File: src/mipsIsaPkg.sv
`default_nettype none

package mipsIsaPkg;

	// word and register-number widths
	localparam int wordW = 32;
	localparam int regAddrW = 5;

	// first fetch address out of reset
	localparam logic [wordW-1:0] resetPc = '0;

	////////////////////
	// instruction field layout
	localparam int opW = 6;
	localparam int opLsb = 26;
	localparam int rsLsb = 21;
	localparam int rtLsb = 16;
	localparam int rdLsb = 11;
	localparam int functLsb = 0;
	localparam int immW = 16;
	localparam int targetW = 26;

	// primary opcodes
	// codes not listed here decode as nop
	typedef enum logic [opW-1:0] {
		special = 6'h00,
		j = 6'h02,
		beq = 6'h04,
		bne = 6'h05,
		addiu = 6'h09,
		ori = 6'h0d,
		lui = 6'h0f,
		lb = 6'h20,
		lw = 6'h23,
		lbu = 6'h24,
		sb = 6'h28,
		sw = 6'h2b
	} opcodeT;

	// funct field of special
	typedef enum logic [opW-1:0] {
		mfhi = 6'h10,
		mthi = 6'h11,
		mflo = 6'h12,
		mtlo = 6'h13,
		addu = 6'h21,
		subu = 6'h23,
		andF = 6'h24,
		orF = 6'h25,
		slt = 6'h2a
	} functT;

endpackage

`default_nettype wire

File: src/coreCtrlPkg.sv
`default_nettype none

package coreCtrlPkg;

	// alu operation select
	typedef enum logic [2:0] {
		aluAdd,
		aluSub,
		aluAnd,
		aluOr,
		aluSlt,
		aluLui
	} aluOpT;

	// writeback source
	typedef enum logic [1:0] {
		resAlu,
		resMem,
		resHi,
		resLo
	} resultSelT;

	// access kind for loads and stores
	typedef enum logic [1:0] {
		sizeWord,
		sizeByteS,
		sizeByteU
	} memSizeT;

	////////////////////
	// local memory geometry, per half
	localparam int memWords = 1024;
	localparam int memAddrW = $clog2(memWords);

endpackage

`default_nettype wire

File: src/controlDecoder.sv
`timescale 1ns/10ps
`default_nettype none

module controlDecoder (
	input mipsIsaPkg::opcodeT op,
	input mipsIsaPkg::functT funct,
	output logic regWrite,
	output logic regDst,
	output logic aluSrc,
	output logic zeroExt,
	output coreCtrlPkg::aluOpT aluOp,
	output coreCtrlPkg::resultSelT resultSel,
	output logic memWrite,
	output coreCtrlPkg::memSizeT memSize,
	output logic branchEq,
	output logic branchNe,
	output logic jump,
	output logic hiWrite,
	output logic loWrite
);

	always_comb begin
		// defaults describe a nop
		regWrite = 1'b0;
		regDst = 1'b0;
		aluSrc = 1'b0;
		zeroExt = 1'b0;
		aluOp = coreCtrlPkg::aluAdd;
		resultSel = coreCtrlPkg::resAlu;
		memWrite = 1'b0;
		memSize = coreCtrlPkg::sizeWord;
		branchEq = 1'b0;
		branchNe = 1'b0;
		jump = 1'b0;
		hiWrite = 1'b0;
		loWrite = 1'b0;
		case (op)
			mipsIsaPkg::special: begin
				// register forms target rd
				regDst = 1'b1;
				case (funct)
					mipsIsaPkg::addu: regWrite = 1'b1;
					mipsIsaPkg::subu: begin
						regWrite = 1'b1;
						aluOp = coreCtrlPkg::aluSub;
					end
					mipsIsaPkg::andF: begin
						regWrite = 1'b1;
						aluOp = coreCtrlPkg::aluAnd;
					end
					mipsIsaPkg::orF: begin
						regWrite = 1'b1;
						aluOp = coreCtrlPkg::aluOr;
					end
					mipsIsaPkg::slt: begin
						regWrite = 1'b1;
						aluOp = coreCtrlPkg::aluSlt;
					end
					mipsIsaPkg::mfhi: begin
						regWrite = 1'b1;
						resultSel = coreCtrlPkg::resHi;
					end
					mipsIsaPkg::mflo: begin
						regWrite = 1'b1;
						resultSel = coreCtrlPkg::resLo;
					end
					// moves to hi/lo take rs only
					mipsIsaPkg::mthi: hiWrite = 1'b1;
					mipsIsaPkg::mtlo: loWrite = 1'b1;
					default: regDst = 1'b0;
				endcase
			end
			mipsIsaPkg::addiu: begin
				regWrite = 1'b1;
				aluSrc = 1'b1;
			end
			mipsIsaPkg::ori: begin
				regWrite = 1'b1;
				aluSrc = 1'b1;
				zeroExt = 1'b1;
				aluOp = coreCtrlPkg::aluOr;
			end
			mipsIsaPkg::lui: begin
				regWrite = 1'b1;
				aluSrc = 1'b1;
				aluOp = coreCtrlPkg::aluLui;
			end
			// address is rs plus signed offset
			mipsIsaPkg::lw, mipsIsaPkg::lb, mipsIsaPkg::lbu: begin
				regWrite = 1'b1;
				aluSrc = 1'b1;
				resultSel = coreCtrlPkg::resMem;
				if (op == mipsIsaPkg::lb)
					memSize = coreCtrlPkg::sizeByteS;
				else if (op == mipsIsaPkg::lbu)
					memSize = coreCtrlPkg::sizeByteU;
			end
			mipsIsaPkg::sw, mipsIsaPkg::sb: begin
				memWrite = 1'b1;
				aluSrc = 1'b1;
				if (op == mipsIsaPkg::sb)
					memSize = coreCtrlPkg::sizeByteU;
			end
			mipsIsaPkg::beq: branchEq = 1'b1;
			mipsIsaPkg::bne: branchNe = 1'b1;
			mipsIsaPkg::j: jump = 1'b1;
			default: ;
		endcase
	end

endmodule

`default_nettype wire

File: src/hazardUnit.sv
`timescale 1ns/10ps
`default_nettype none

module hazardUnit (
	input logic [mipsIsaPkg::regAddrW-1:0] rsD,
	input logic [mipsIsaPkg::regAddrW-1:0] rtD,
	input logic [mipsIsaPkg::regAddrW-1:0] rsE,
	input logic [mipsIsaPkg::regAddrW-1:0] rtE,
	input logic [mipsIsaPkg::regAddrW-1:0] writeRegE,
	input logic [mipsIsaPkg::regAddrW-1:0] writeRegM,
	input logic [mipsIsaPkg::regAddrW-1:0] writeRegW,
	input logic regWriteE,
	input logic regWriteM,
	input logic regWriteW,
	input logic memToRegE,
	input logic memToRegM,
	input logic branchD,
	output logic forwardAD,
	output logic forwardBD,
	output logic [1:0] forwardAE,
	output logic [1:0] forwardBE,
	output logic stallF,
	output logic stallD,
	output logic flushE
);

	logic lwStall;
	logic branchStall;

	// execute operands
	// 2'b10 takes memory stage, 2'b01 takes writeback, memory wins
	assign forwardAE = (rsE != '0 && regWriteM && rsE == writeRegM) ? 2'b10 :
		(rsE != '0 && regWriteW && rsE == writeRegW) ? 2'b01 : 2'b00;
	assign forwardBE = (rtE != '0 && regWriteM && rtE == writeRegM) ? 2'b10 :
		(rtE != '0 && regWriteW && rtE == writeRegW) ? 2'b01 : 2'b00;

	// branch compare in decode only sees the memory stage
	// writeback is covered by the regfile bypass
	assign forwardAD = rsD != '0 && regWriteM && rsD == writeRegM;
	assign forwardBD = rtD != '0 && regWriteM && rtD == writeRegM;

	// load result not ready until writeback
	assign lwStall = memToRegE && (writeRegE == rsD || writeRegE == rtD);

	// branch operand still in execute, or a load sitting in memory
	assign branchStall = branchD &&
		((regWriteE && (writeRegE == rsD || writeRegE == rtD)) ||
		(memToRegM && (writeRegM == rsD || writeRegM == rtD)));

	// freeze fetch/decode and drop a bubble into execute
	assign stallF = lwStall | branchStall;
	assign stallD = lwStall | branchStall;
	assign flushE = lwStall | branchStall;

endmodule

`default_nettype wire

File: src/regFile.sv
`timescale 1ns/10ps
`default_nettype none

module regFile (
	input logic clk,
	input logic we,
	input logic [mipsIsaPkg::regAddrW-1:0] ra1,
	input logic [mipsIsaPkg::regAddrW-1:0] ra2,
	input logic [mipsIsaPkg::regAddrW-1:0] wa,
	input logic [mipsIsaPkg::wordW-1:0] wd,
	output logic [mipsIsaPkg::wordW-1:0] rd1,
	output logic [mipsIsaPkg::wordW-1:0] rd2
);

	logic [mipsIsaPkg::wordW-1:0] regs [2**mipsIsaPkg::regAddrW];

	// r0 may be written, it just never reads back
	always_ff @(posedge clk) begin
		if (we)
			regs[wa] <= wd;
	end

	// same-cycle write passes through to decode
	assign rd1 = (ra1 == '0) ? '0 : (we && wa == ra1) ? wd : regs[ra1];
	assign rd2 = (ra2 == '0) ? '0 : (we && wa == ra2) ? wd : regs[ra2];

endmodule

`default_nettype wire

File: src/alu.sv
`timescale 1ns/10ps
`default_nettype none

module alu (
	input logic [mipsIsaPkg::wordW-1:0] a,
	input logic [mipsIsaPkg::wordW-1:0] b,
	input coreCtrlPkg::aluOpT op,
	output logic [mipsIsaPkg::wordW-1:0] y
);

	logic lessThan;

	// signed compare for slt
	assign lessThan = $signed(a) < $signed(b);

	always_comb begin
		case (op)
			// add/sub wrap, no overflow trap
			coreCtrlPkg::aluAdd: y = a + b;
			coreCtrlPkg::aluSub: y = a - b;
			coreCtrlPkg::aluAnd: y = a & b;
			coreCtrlPkg::aluOr: y = a | b;
			coreCtrlPkg::aluSlt: y = {{(mipsIsaPkg::wordW-1){1'b0}}, lessThan};
			// immediate into the upper half
			coreCtrlPkg::aluLui: y = b << mipsIsaPkg::immW;
			default: y = '0;
		endcase
	end

endmodule

`default_nettype wire

File: src/memAlign.sv
`timescale 1ns/10ps
`default_nettype none

module memAlign (
	input coreCtrlPkg::memSizeT sizeM,
	input logic storeM,
	input logic [mipsIsaPkg::wordW-1:0] addrM,
	input logic [mipsIsaPkg::wordW-1:0] storeDataM,
	output logic [3:0] byteEn,
	output logic [mipsIsaPkg::wordW-1:0] writeData,
	input coreCtrlPkg::memSizeT sizeW,
	input logic [1:0] addrLowW,
	input logic [mipsIsaPkg::wordW-1:0] readWordW,
	output logic [mipsIsaPkg::wordW-1:0] loadData
);

	logic [7:0] loadByte;

	////////////////////
	// store side
	// byte goes out on every lane, enable picks the one
	assign writeData = (sizeM == coreCtrlPkg::sizeWord) ? storeDataM : {4{storeDataM[7:0]}};

	always_comb begin
		if (!storeM)
			byteEn = 4'b0000;
		else if (sizeM == coreCtrlPkg::sizeWord)
			byteEn = 4'b1111;
		else
			byteEn = 4'b0001 << addrM[1:0];
	end

	////////////////////
	// load side
	// little endian, lane 0 at address offset 0
	assign loadByte = readWordW[8*addrLowW +: 8];

	always_comb begin
		case (sizeW)
			coreCtrlPkg::sizeByteS: loadData = {{(mipsIsaPkg::wordW-8){loadByte[7]}}, loadByte};
			coreCtrlPkg::sizeByteU: loadData = {{(mipsIsaPkg::wordW-8){1'b0}}, loadByte};
			default: loadData = readWordW;
		endcase
	end

endmodule

`default_nettype wire

File: src/datapath.sv
`timescale 1ns/10ps
`default_nettype none

module datapath (
	input logic clk,
	input logic rst,
	output logic [mipsIsaPkg::wordW-1:0] pcF,
	input logic [mipsIsaPkg::wordW-1:0] instrF,
	output logic [mipsIsaPkg::wordW-1:0] dataAddrM,
	output logic [mipsIsaPkg::wordW-1:0] writeDataM,
	output logic [3:0] byteEnM,
	input logic [mipsIsaPkg::wordW-1:0] readDataM,
	output logic wbValid,
	output logic [mipsIsaPkg::wordW-1:0] wbPc,
	output logic [mipsIsaPkg::regAddrW-1:0] wbReg,
	output logic [mipsIsaPkg::wordW-1:0] wbData
);

	// fetch/decode
	logic [mipsIsaPkg::wordW-1:0] pcPlus4F, pcNextF, instrD, pcD, pcPlus4D;
	logic [mipsIsaPkg::wordW-1:0] immD, rd1D, rd2D, srcAD, srcBD, branchTargetD, jumpTargetD;
	logic [mipsIsaPkg::regAddrW-1:0] rsD, rtD, rdD, writeRegD;
	logic regWriteD, regDstD, aluSrcD, zeroExtD, memWriteD, branchEqD, branchNeD;
	logic jumpD, hiWriteD, loWriteD, branchD, pcSrcD;
	coreCtrlPkg::aluOpT aluOpD;
	coreCtrlPkg::resultSelT resultSelD;
	coreCtrlPkg::memSizeT memSizeD;
	// hazard controls
	logic forwardAD, forwardBD, stallF, stallD, flushE;
	logic [1:0] forwardAE, forwardBE;
	// execute
	logic [mipsIsaPkg::wordW-1:0] pcE, srcAE, srcBE, immE, srcAFwdE, srcBFwdE;
	logic [mipsIsaPkg::wordW-1:0] aluBE, aluYE, hiE, loE, exResultE;
	logic [mipsIsaPkg::regAddrW-1:0] rsE, rtE, writeRegE;
	logic regWriteE, aluSrcE, memWriteE, hiWriteE, loWriteE, memToRegE;
	coreCtrlPkg::aluOpT aluOpE;
	coreCtrlPkg::resultSelT resultSelE;
	coreCtrlPkg::memSizeT memSizeE;
	// memory
	logic [mipsIsaPkg::wordW-1:0] pcM, aluOutM, srcAM, storeDataM, hiReg, loReg;
	logic [mipsIsaPkg::regAddrW-1:0] writeRegM;
	logic regWriteM, memToRegM, memWriteM, hiWriteM, loWriteM;
	coreCtrlPkg::memSizeT memSizeM;
	// writeback
	logic [mipsIsaPkg::wordW-1:0] pcW, aluOutW, readDataW, loadDataW, resultW;
	logic [mipsIsaPkg::regAddrW-1:0] writeRegW;
	logic regWriteW, memToRegW;
	coreCtrlPkg::memSizeT memSizeW;

	////////////////////
	// fetch
	assign pcPlus4F = pcF + 4;
	// jump beats branch beats sequential
	assign pcNextF = jumpD ? jumpTargetD : (pcSrcD ? branchTargetD : pcPlus4F);

	always_ff @(posedge clk) begin
		if (rst)
			pcF <= mipsIsaPkg::resetPc;
		else if (!stallF)
			pcF <= pcNextF;
	end

	// no decode flush, the slot always runs
	always_ff @(posedge clk) begin
		if (rst) begin
			instrD <= '0;
			pcD <= mipsIsaPkg::resetPc;
		end else if (!stallD) begin
			instrD <= instrF;
			pcD <= pcF;
		end
	end

	////////////////////
	// decode
	assign rsD = instrD[mipsIsaPkg::rsLsb +: mipsIsaPkg::regAddrW];
	assign rtD = instrD[mipsIsaPkg::rtLsb +: mipsIsaPkg::regAddrW];
	assign rdD = instrD[mipsIsaPkg::rdLsb +: mipsIsaPkg::regAddrW];
	assign writeRegD = regDstD ? rdD : rtD;
	assign immD = zeroExtD ?
		{{(mipsIsaPkg::wordW-mipsIsaPkg::immW){1'b0}}, instrD[mipsIsaPkg::immW-1:0]} :
		{{(mipsIsaPkg::wordW-mipsIsaPkg::immW){instrD[mipsIsaPkg::immW-1]}},
		instrD[mipsIsaPkg::immW-1:0]};

	controlDecoder decoder (
		.op(mipsIsaPkg::opcodeT'(instrD[mipsIsaPkg::opLsb +: mipsIsaPkg::opW])),
		.funct(mipsIsaPkg::functT'(instrD[mipsIsaPkg::functLsb +: mipsIsaPkg::opW])),
		.regWrite(regWriteD), .regDst(regDstD), .aluSrc(aluSrcD), .zeroExt(zeroExtD),
		.aluOp(aluOpD), .resultSel(resultSelD), .memWrite(memWriteD), .memSize(memSizeD),
		.branchEq(branchEqD), .branchNe(branchNeD), .jump(jumpD),
		.hiWrite(hiWriteD), .loWrite(loWriteD)
	);

	regFile regs (
		.clk(clk), .we(regWriteW), .ra1(rsD), .ra2(rtD), .wa(writeRegW), .wd(resultW),
		.rd1(rd1D), .rd2(rd2D)
	);

	// delay-slot pc is the base for both targets
	assign pcPlus4D = pcD + 4;
	assign branchTargetD = pcPlus4D + {immD[mipsIsaPkg::wordW-3:0], 2'b00};
	assign jumpTargetD = {pcPlus4D[mipsIsaPkg::wordW-1:mipsIsaPkg::targetW+2],
		instrD[mipsIsaPkg::targetW-1:0], 2'b00};

	// compare with the memory-stage result forwarded
	assign srcAD = forwardAD ? aluOutM : rd1D;
	assign srcBD = forwardBD ? aluOutM : rd2D;
	assign branchD = branchEqD | branchNeD;
	assign pcSrcD = (branchEqD && srcAD == srcBD) || (branchNeD && srcAD != srcBD);

	hazardUnit hazards (
		.rsD(rsD), .rtD(rtD), .rsE(rsE), .rtE(rtE),
		.writeRegE(writeRegE), .writeRegM(writeRegM), .writeRegW(writeRegW),
		.regWriteE(regWriteE), .regWriteM(regWriteM), .regWriteW(regWriteW),
		.memToRegE(memToRegE), .memToRegM(memToRegM), .branchD(branchD),
		.forwardAD(forwardAD), .forwardBD(forwardBD),
		.forwardAE(forwardAE), .forwardBE(forwardBE),
		.stallF(stallF), .stallD(stallD), .flushE(flushE)
	);

	// stall bubble clears control, operands ride along
	always_ff @(posedge clk) begin
		if (rst || flushE) begin
			regWriteE <= 1'b0;
			aluSrcE <= 1'b0;
			aluOpE <= coreCtrlPkg::aluAdd;
			resultSelE <= coreCtrlPkg::resAlu;
			memWriteE <= 1'b0;
			memSizeE <= coreCtrlPkg::sizeWord;
			hiWriteE <= 1'b0;
			loWriteE <= 1'b0;
		end else begin
			regWriteE <= regWriteD;
			aluSrcE <= aluSrcD;
			aluOpE <= aluOpD;
			resultSelE <= resultSelD;
			memWriteE <= memWriteD;
			memSizeE <= memSizeD;
			hiWriteE <= hiWriteD;
			loWriteE <= loWriteD;
		end
		pcE <= pcD;
		srcAE <= rd1D;
		srcBE <= rd2D;
		immE <= immD;
		rsE <= rsD;
		rtE <= rtD;
		writeRegE <= writeRegD;
	end

	////////////////////
	// execute
	assign srcAFwdE = forwardAE[1] ? aluOutM : (forwardAE[0] ? resultW : srcAE);
	assign srcBFwdE = forwardBE[1] ? aluOutM : (forwardBE[0] ? resultW : srcBE);
	assign aluBE = aluSrcE ? immE : srcBFwdE;
	assign memToRegE = resultSelE == coreCtrlPkg::resMem;

	alu execAlu (
		.a(srcAFwdE), .b(aluBE), .op(aluOpE), .y(aluYE)
	);

	// mthi/mtlo still in memory beats the stored copy
	assign hiE = hiWriteM ? srcAM : hiReg;
	assign loE = loWriteM ? srcAM : loReg;

	// mfhi/mflo resolve here so memory can forward them
	always_comb begin
		case (resultSelE)
			coreCtrlPkg::resHi: exResultE = hiE;
			coreCtrlPkg::resLo: exResultE = loE;
			default: exResultE = aluYE;
		endcase
	end

	always_ff @(posedge clk) begin
		if (rst) begin
			regWriteM <= 1'b0;
			memToRegM <= 1'b0;
			memWriteM <= 1'b0;
			memSizeM <= coreCtrlPkg::sizeWord;
			hiWriteM <= 1'b0;
			loWriteM <= 1'b0;
		end else begin
			regWriteM <= regWriteE;
			memToRegM <= memToRegE;
			memWriteM <= memWriteE;
			memSizeM <= memSizeE;
			hiWriteM <= hiWriteE;
			loWriteM <= loWriteE;
		end
		pcM <= pcE;
		aluOutM <= exResultE;
		srcAM <= srcAFwdE;
		storeDataM <= srcBFwdE;
		writeRegM <= writeRegE;
	end

	////////////////////
	// memory
	assign dataAddrM = aluOutM;

	// hi/lo take rs as the move leaves memory
	always_ff @(posedge clk) begin
		if (hiWriteM)
			hiReg <= srcAM;
		if (loWriteM)
			loReg <= srcAM;
	end

	memAlign align (
		.sizeM(memSizeM), .storeM(memWriteM), .addrM(aluOutM), .storeDataM(storeDataM),
		.byteEn(byteEnM), .writeData(writeDataM),
		.sizeW(memSizeW), .addrLowW(aluOutW[1:0]), .readWordW(readDataW),
		.loadData(loadDataW)
	);

	always_ff @(posedge clk) begin
		if (rst) begin
			regWriteW <= 1'b0;
			memToRegW <= 1'b0;
			memSizeW <= coreCtrlPkg::sizeWord;
		end else begin
			regWriteW <= regWriteM;
			memToRegW <= memToRegM;
			memSizeW <= memSizeM;
		end
		pcW <= pcM;
		aluOutW <= aluOutM;
		readDataW <= readDataM;
		writeRegW <= writeRegM;
	end

	////////////////////
	// writeback and trace
	assign resultW = memToRegW ? loadDataW : aluOutW;
	// r0 writes show up too
	assign wbValid = regWriteW;
	assign wbPc = pcW;
	assign wbReg = writeRegW;
	assign wbData = resultW;

endmodule

`default_nettype wire

File: config.mk
export PLATFORM = sky130hd
export DESIGN_NAME = datapath
export DESIGN_NICKNAME = d
export VERILOG_FILES = /design/src/mipsIsaPkg.sv /design/src/coreCtrlPkg.sv /design/src/controlDecoder.sv /design/src/hazardUnit.sv /design/src/regFile.sv /design/src/alu.sv /design/src/memAlign.sv /design/src/datapath.sv
export SDC_FILE = /design/constraint.sdc
export NUM_CORES = 2
export LEC_CHECK = 0
export BUFFER_PORTS_ARGS = -buffer_cell sky130_fd_sc_hd__buf_2
export CORE_ASPECT_RATIO = 1.25
export CORE_MARGIN = 2
export CORE_UTILIZATION = 50
export CTS_CLUSTER_DIAMETER = 150
export DETAILED_ROUTE_END_ITERATION = 8
export PLACE_DENSITY = 0.66
export REMOVE_ABC_BUFFERS = 1
export SLEW_MARGIN = 20
export SYNTH_ARGS = -nofsm -noshare
export SYNTH_HDL_FRONTEND = slang
export SYNTH_SLANG_ARGS = --single-unit
File: constraint.sdc
create_clock -name clk -period 9.6 [get_ports clk]
set_clock_uncertainty 0.1 [all_clocks]
set_input_delay 0 -clock clk [delete_from_list [all_inputs] [get_ports clk]]
set_output_delay 0 -clock clk [all_outputs]
set_load 0.01 [all_outputs]
Word level (Yosys, flattened, before mapping) --
Memory sizes are Yosys's and may differ from the RTL's. A register that Yosys moved wholly into a read port is not among the register bits. Cells that the tools add are included.
Cells by class: add/sub/neg operators 5, magnitude comparators 1, equal/unequal tests 44, shift-type cells 2, multiplexer cells 54, bitwise logic cells 5, reduce and logical (&&, ||, !) cells 41
Operator list (number):
- $mux 32 | 17
- $pmux 32 s6 | 1
- $pmux 32 s2 | 2
- $add 32x3->32 const B | 2
- $add 32x32->32 | 2
- $eq 5x5->1 | 12
- $eq 6x6->1 const B | 10
- $and 32x32->32 | 1
- $eq 32x32->1 | 1
- $lt 32x32->1 | 1
- $ne 32x32->1 | 1
- $or 32x32->32 | 1
- $shiftx 32x6->8 | 1
- $sub 32x32->32 | 1
- $mux 30 | 1
- $mux 5 | 5
- $eq 6x5->1 const B | 4
- $logic_and 1x1->1 | 20
- $reduce_bool 5->1 | 4
- $eq 6x4->1 const B | 3
- $mux 1 | 15
- $eq 6x3->1 const B | 2
- $pmux 2 s2 | 3
- $pmux 3 s4 | 1
- 24 further kinds | 41
Storage, ports and cells: bits in registers 559, RAM bits 1024, bits of input ports 66, output and inout bits 170, word-level logic and storage cells 192, memories kept 1
Memories:
- regs.regs | words 32, width 32, rd ports 2, clocked after memory_dff 2, write ports 1, RTL line regFile.sv:15 | logic [mipsIsaPkg::wordW-1:0] regs [2**mipsIsaPkg::regAddrW];

Longest topological paths before layout --
depth in word-level cells 11, depth in mapped cells 29, depth with buffers taken out 26

Cells and area by module --
A second synthesis with hierarchy kept.
Unflattened totals: cell total of the unflattened synthesis 5615, area, all modules 75235.9 um2
By module, submodules not included:
- regFile | instances 1, cells each 2543, area each 47709.5 um2, seq. area each 30749.5 um2
- datapath | instances 1, cells each 2070, area each 20647.3 um2, seq. area each 10930.5 um2
- alu | instances 1, cells each 761, area each 4926.0 um2, seq. area each 0.0 um2
- memAlign | instances 1, cells each 111, area each 984.7 um2, seq. area each 0.0 um2
- hazardUnit | instances 1, cells each 75, area each 598.1 um2, seq. area each 0.0 um2
- controlDecoder | instances 1, cells each 55, area each 370.4 um2, seq. area each 0.0 um2

Least setup slack after synthesis --
Ideal clock, no wire load.
path kind flip-flop to flip-flop, start register memSizeW[0], end register aluOutM, in the netlist dataAddrM[28], library setup time 0.070 ns, arrival 6.356 ns, data required time 9.430 ns, path slack 3.074 ns, cell stages (with the launch flop) 29, path buffers 4, period minus slack after synthesis 6.526 ns, path through dfxtp_1 > inv_1 > ha_1 > clkbuf_1 > nor2b_1 > nand2_1 > buf_2 > buf_2 > a31oi_1 > mux2i_1 > nor2_1 > a21oi_1 > o21ai_0 > inv_1 > ha_1 > clkbuf_1 > a21oi_1 > o21bai_1 > a21o_1 > a21oi_1 > o21ai_0 > a221oi_1 > o41ai_1 > a41oi_1 > o31ai_1 > a311o_1 > and3_1 > o21ai_0 > a21oi_1
Between the ends: word-level cells in the longest chain between the ends 9, elaborated cells on any way between the ends 15, classes of those cells add/sub (2); eq/ne (2); mux (9); bitwise (2)
RTL lines:
- start: declaration | RTL line datapath.sv:48 | coreCtrlPkg::memSizeT memSizeW;
- start signal: assignment | RTL line datapath.sv:221 | memSizeW <= coreCtrlPkg::sizeWord;
- start signal: assignment | RTL line datapath.sv:225 | memSizeW <= memSizeM;
- $eq 2x2->1 or $eq 2x1->1 (tied branches) | RTL line memAlign.sv:39 | case (sizeW)
- $pmux 32 s2 (*) | RTL line memAlign.sv:39
- $mux 32 (*) | RTL line datapath.sv:235 | assign resultW = memToRegW ? loadDataW : aluOutW;
- net wbData, one bit | RTL line datapath.sv:16 | output logic [mipsIsaPkg::wordW-1:0] wbData
- $mux 32 (2 in series) | RTL line datapath.sv:154 | assign srcBFwdE = forwardBE[1] ? aluOutM : (forwardBE[0] ? resultW : srcBE);
- $mux 32 | RTL line datapath.sv:155 | assign aluBE = aluSrcE ? immE : srcBFwdE;
- $sub 32x32->32 or $add 32x32->32 (tied branches) | RTL line alu.sv:20, alu.sv:19
- $pmux 32 s6 (*) | RTL line alu.sv:17 | case (op)
- $pmux 32 s2 (*) | RTL line datapath.sv:168 | case (resultSelE)
- net exResultE, one bit | RTL line datapath.sv:33 | logic [mipsIsaPkg::wordW-1:0] aluBE, aluYE, hiE, loE, exResultE;
- end signal: assignment | RTL line datapath.sv:192 | aluOutM <= exResultE;
- end: declaration | RTL line datapath.sv:40 | logic [mipsIsaPkg::wordW-1:0] pcM, aluOutM, srcAM, storeDataM, hiReg, loReg;
Mark *: on every way through the listed nets, which the timed path passes. The rest lies on a longest branch. A chain may end at the register's enable or synchronous reset.

Worst setup path after layout --
start register writeRegW, in the netlist wbReg[4], end register aluOutM, in the netlist dataAddrM[28]
Between the ends: word-level cells in the longest chain between the ends 10, elaborated cells on any way between the ends 19, classes of those cells add/sub (2); eq/ne (2); mux (11); bitwise (2); reduce/logical (2)
RTL lines:
- start: declaration | RTL line datapath.sv:46 | logic [mipsIsaPkg::regAddrW-1:0] writeRegW;
- start signal: assignment | RTL line datapath.sv:230 | writeRegW <= writeRegM;
- $eq 5x5->1 | RTL line hazardUnit.sv:35 | (rtE != '0 && regWriteW && rtE == writeRegW) ? 2'b01 : 2'b00;
- $logic_and 1x1->1 | RTL line hazardUnit.sv:35
- $mux 1 | RTL line hazardUnit.sv:35
- $mux 2 | RTL line hazardUnit.sv:34 | assign forwardBE = (rtE != '0 && regWriteM && rtE == writeRegM) ? 2'b10 :
- $mux 32 (2 in series) | RTL line datapath.sv:154
- $mux 32 | RTL line datapath.sv:155
- $sub 32x32->32, or another cell as far along | RTL line alu.sv:20 | coreCtrlPkg::aluSub: y = a - b;
- $pmux 32 s6 (*) | RTL line alu.sv:17
- $pmux 32 s2 (*) | RTL line datapath.sv:168
- net exResultE, one bit | RTL line datapath.sv:33
Marks and branches as above.

==> results.py <==
metrics = {
    "placed_design": {
        "portBuffers": 235,
        "gp_congestion": 0.994,
        "dp_cells": 8086,
        "placed_area_sq_um": 79800,
        "hpwl_microns": 177000,
    },
    "synth": {
        "synth_cells": 6107,
        "synth-edff-count": 1024,
        "ys_types": 99,
        "ys_seq_area_frac": 0.547,
        "yosys_register_bits": 1580,
        "syn_area_sq_um": 76500,
        "synth_ff_type": "edfxtp_1",
        "ys_async_sr_fraction": 0,
        "syn_avg_cell_area_sq_um": 12.5,
        "yosys_warnings": 0,
    },
    "sta": {
        "period_share": 0.767,
        "finalHoldViolCount": 0,
        "rsz0062_at_grt": "no",
        "worstMarginPinSlew_ns": 1.37,
        "fmax_mhz": 136,
        "finalMaxSlewViolations": 0,
        "fin_tns_setup_ns": 0,
        "maxSlewHeadroom": 0.0728,
        "period_needed_ns": 7.37,
        "setup_violations": 0,
        "hold_slack_ns": 0.138,
    },
    "power": {
        "p_switching_uw": 5640,
        "internal_power_uw": 12900,
        "p_seq_frac": 0.469,
        "vdd_drop_max_mv": 0.218,
        "pwr_density_cell_nw_per_um2": 214,
        "clockPowerShare": 0.342,
        "power_leakage_uw": 0.0312,
        "power_frac_comb": 0.189,
        "switching_share": 0.304,
    },
    "drt": {
        "final_antenna_net_count": 0,
        "wl_microns": 278000,
        "initialDrtViolationCount": 7993,
        "drtPass1Iterations": 9,
        "avgRoutedWirePerCell_microns": 32.6,
        "num_vias": 57010,
        "drc": 0,
        "viasPerCell": 6.70,
    },
    "layout": {
        "fin_area_sq_um": 86400,
        "n_fill_cell": 12345,
        "final_nets": 6565,
        "areaGrowthSynthToFinish_pct": 12.9,
        "utilization": 0.568,
        "stdcell_count": 8515,
        "drive_gt1_frac": 0.186,
    },
    "global_routing": {
        "overflow": 0,
        "grtUsageTotal": 0.349,
        "grt_pass1_vias": 55139,
        "grt_start_max_net_pins": 105,
        "antenna_found_initial": 8,
        "grt_pass1_wl_microns": 393000,
    },
    "floorplanning": {
        "start_util": 0.503,
        "dieArea_sq_um": 156000,
        "dieHeight_microns": 441,
        "die_x_microns": 354,
        "rows": 160,
        "fp.coreArea_sq_um": 152000,
        "io_pins": 236,
    },
    "status": {
        "outcome": "completed",
    },
    "worst_setup_path": {
        "required_ns": 10.24,
        "worstPathMaxFanout": 25,
        "crit_path_top_delay_cell": "or4_2",
        "start_kind": "register",
        "path_class": "register to register",
        "max_stage_delay_ns": 0.90,
        "crit_arrival_ns": 8.01,
        "worstSetupEndpointType": "register",
    },
    "clock_network": {
        "post_cts_buffers": 0,
        "insertion_delay_ns": 0.82,
        "cts_root_buffer": "clkbuf_16",
        "tritoncts": "built",
        "clkSlewWorstSetupHoldPaths_ns": 0.07,
        "cts.sinks": 1580,
        "cts_resized": 0,
        "h-tree-depth": 4,
        "cts_made_buffers": 155,
        "clk_path_buf_depth": 3,
    },
    "run": {
        "drv_cap": 0,
    },
    "worst_hold_path": {
        "hold_path.class": "input port to register",
    },
}
==> sequential cells by signal, summed over array words and instances (netlist names), 18 cells and up, named ones only <==
name and flops:
instrD 32, srcAM 32, readDataW 32, pcF 32
pcE 32, pcM 32, regs.regs 1024, dataAddrM 32
pcD 32, loReg 32, hiReg 32, srcBE 32
storeDataM 32, srcAE 32, aluOutW 32, wbPc 32
immE 18
==> cell families (layout without fill, tap and decap cells) <==
logic type                 after synthesis  after routing  share of synthesized area
other                                    0              6                          0
buffers and inverters                  610            987                     0.0366
xor gates and xnor gates               183            183                     0.0209
AOI/OAI and AO/OA                     1240           1240                      0.108
muxes                                  899            899                      0.176
DFF                                   1580           1580                      0.547
and+or+nand+nor                       1456           1456                     0.0877
adders and majority gates              139            139                     0.0230
==> critical path, delay by kind of cell, from the launching register on <==
family / cells / cell delay [ns]
fa+ha+maj: 2 / 0.71
compound gates: 14 / 3.77
buf+inv: 2 / 0.39
flops: 1 / 0.64
simple gates: 6 / 1.47
xor+xnor: 1 / 0.19
==> per-layer routing <==
metal | global-route usage | up-vias | part of all wire
met5 | 0 | - | 0.000083
met4 | 0.207 | 4 | 0.067
met3 | 0.0778 | 851 | 0.11
met2 | 0.542 | 3833 | 0.46
met1 | 0.450 | 28598 | 0.37
li1 | - | 23724 | -
==> stage by stage <==
| step | total power [uW] | setup slack, ns |
|---|---|---|
| floorplan | 10600 | -5.85 |
| global placement | 12100 | 2.61 |
| detailed placement | 12200 | 2.49 |
| CTS | 18500 | 2.41 |
| global route | 19000 | 1.79 |
| finish | 18500 | 2.23 |
==> power groups by stage <==
stage,combinational (uW),sequential (uW),clock [uW]
after floorplan,2000,8630,0
after global routing,3720,8690,6620
after detailed placement,3360,8810,0
after CTS,3420,8660,6360
final,3510,8700,6340
after global placement,3330,8810,0
==> cell type report <==
type | instances | area (sq um) | area share
Sequential cell | 1580 | 41900 | 0.485
Tap cell | 2025 | 2530 | 0.0293
Clock inverter | 85 | 937 | 0.0108
Clock buffer | 196 | 4250 | 0.0492
Multi-Input combinational cell | 3917 | 32400 | 0.374
Antenna cell | 6 | 15.0 | 0.000174
Timing Repair Buffer | 526 | 3770 | 0.0436
Inverter | 180 | 676 | 0.00782
==> worst paths after layout <==
check,start,endpoint,slack [ns],cells after the start
hold reg to reg,pcM[13]$_DFF_P_,wbPc[13]$_DFF_P_,0.21,0
setup reg to reg,wbReg[4]$_DFF_P_,dataAddrM[28]$_DFF_P_,2.23,25
setup / recovery,wbReg[4]$_DFF_P_,dataAddrM[28]$_DFF_P_,2.23,25
hold / removal,rst,pcD[4]$_SDFFE_PP0N_,0.14,3
==> synth_stat cells (20+ instances only) <==
cell      instances  area [sq um]
edfxtp_1       1024         30700
dfxtp_1         556         11100
nor2_1          471          1770
mux2i_1         455          4550
nand2_1         439          1650
a21oi_1         374          1870
mux4_2          349          7860
clkbuf_1        247           927
inv_1           174           653
o21ai_0         164           821
a22oi_1         149          1120
nand3_1         138           691
ha_1            136          1700
xnor2_1         114           998
mux2_2           93          1050
nor3_1           81           405
a21o_1           73           548
xor2_1           69           604
and3_1           59           369
a211oi_1         55           413
buf_2            54           270
buf_1            53           199
nor2b_1          52           325
a221oi_1         48           420
buf_4            45           338
o22ai_1          41           257
a31oi_1          37           231
nand4_1          35           219
nand2b_1         33           206
o21a_1           33           248
nor4_1           27           169
and2_1           24           150
o21bai_1         23           173
buf_6            20           225
o32ai_1          20           175
==> cell usage in the layout, fill, tap and decap left out, types with 41 or more instances in the layout <==
master	count
a21o_1	73
edfxtp_1	1024
inv_1	165
clkbuf_16	162
nor2b_1	47
nor3_1	77
a22oi_1	149
a221oi_1	48
buf_2	234
buf_4	146
nand3_1	138
o21ai_0	164
and3_1	59
o22ai_1	41
ha_1	136
a21oi_1	374
xnor2_1	114
a211oi_1	55
mux4_2	349
dlygate4sd3_1	142
dfxtp_1	543
mux2_2	93
nand2_1	439
nor2_1	430
mux2i_1	454
xor2_1	69
==> timing repair <==
item / CTS / global route
endpoints found under the hold margin: 117 / 0
endpoints found under the setup margin: 0 / 0
hold buffers: 142 / 0
Note: power is estimated with default switching activity, not from simulation.
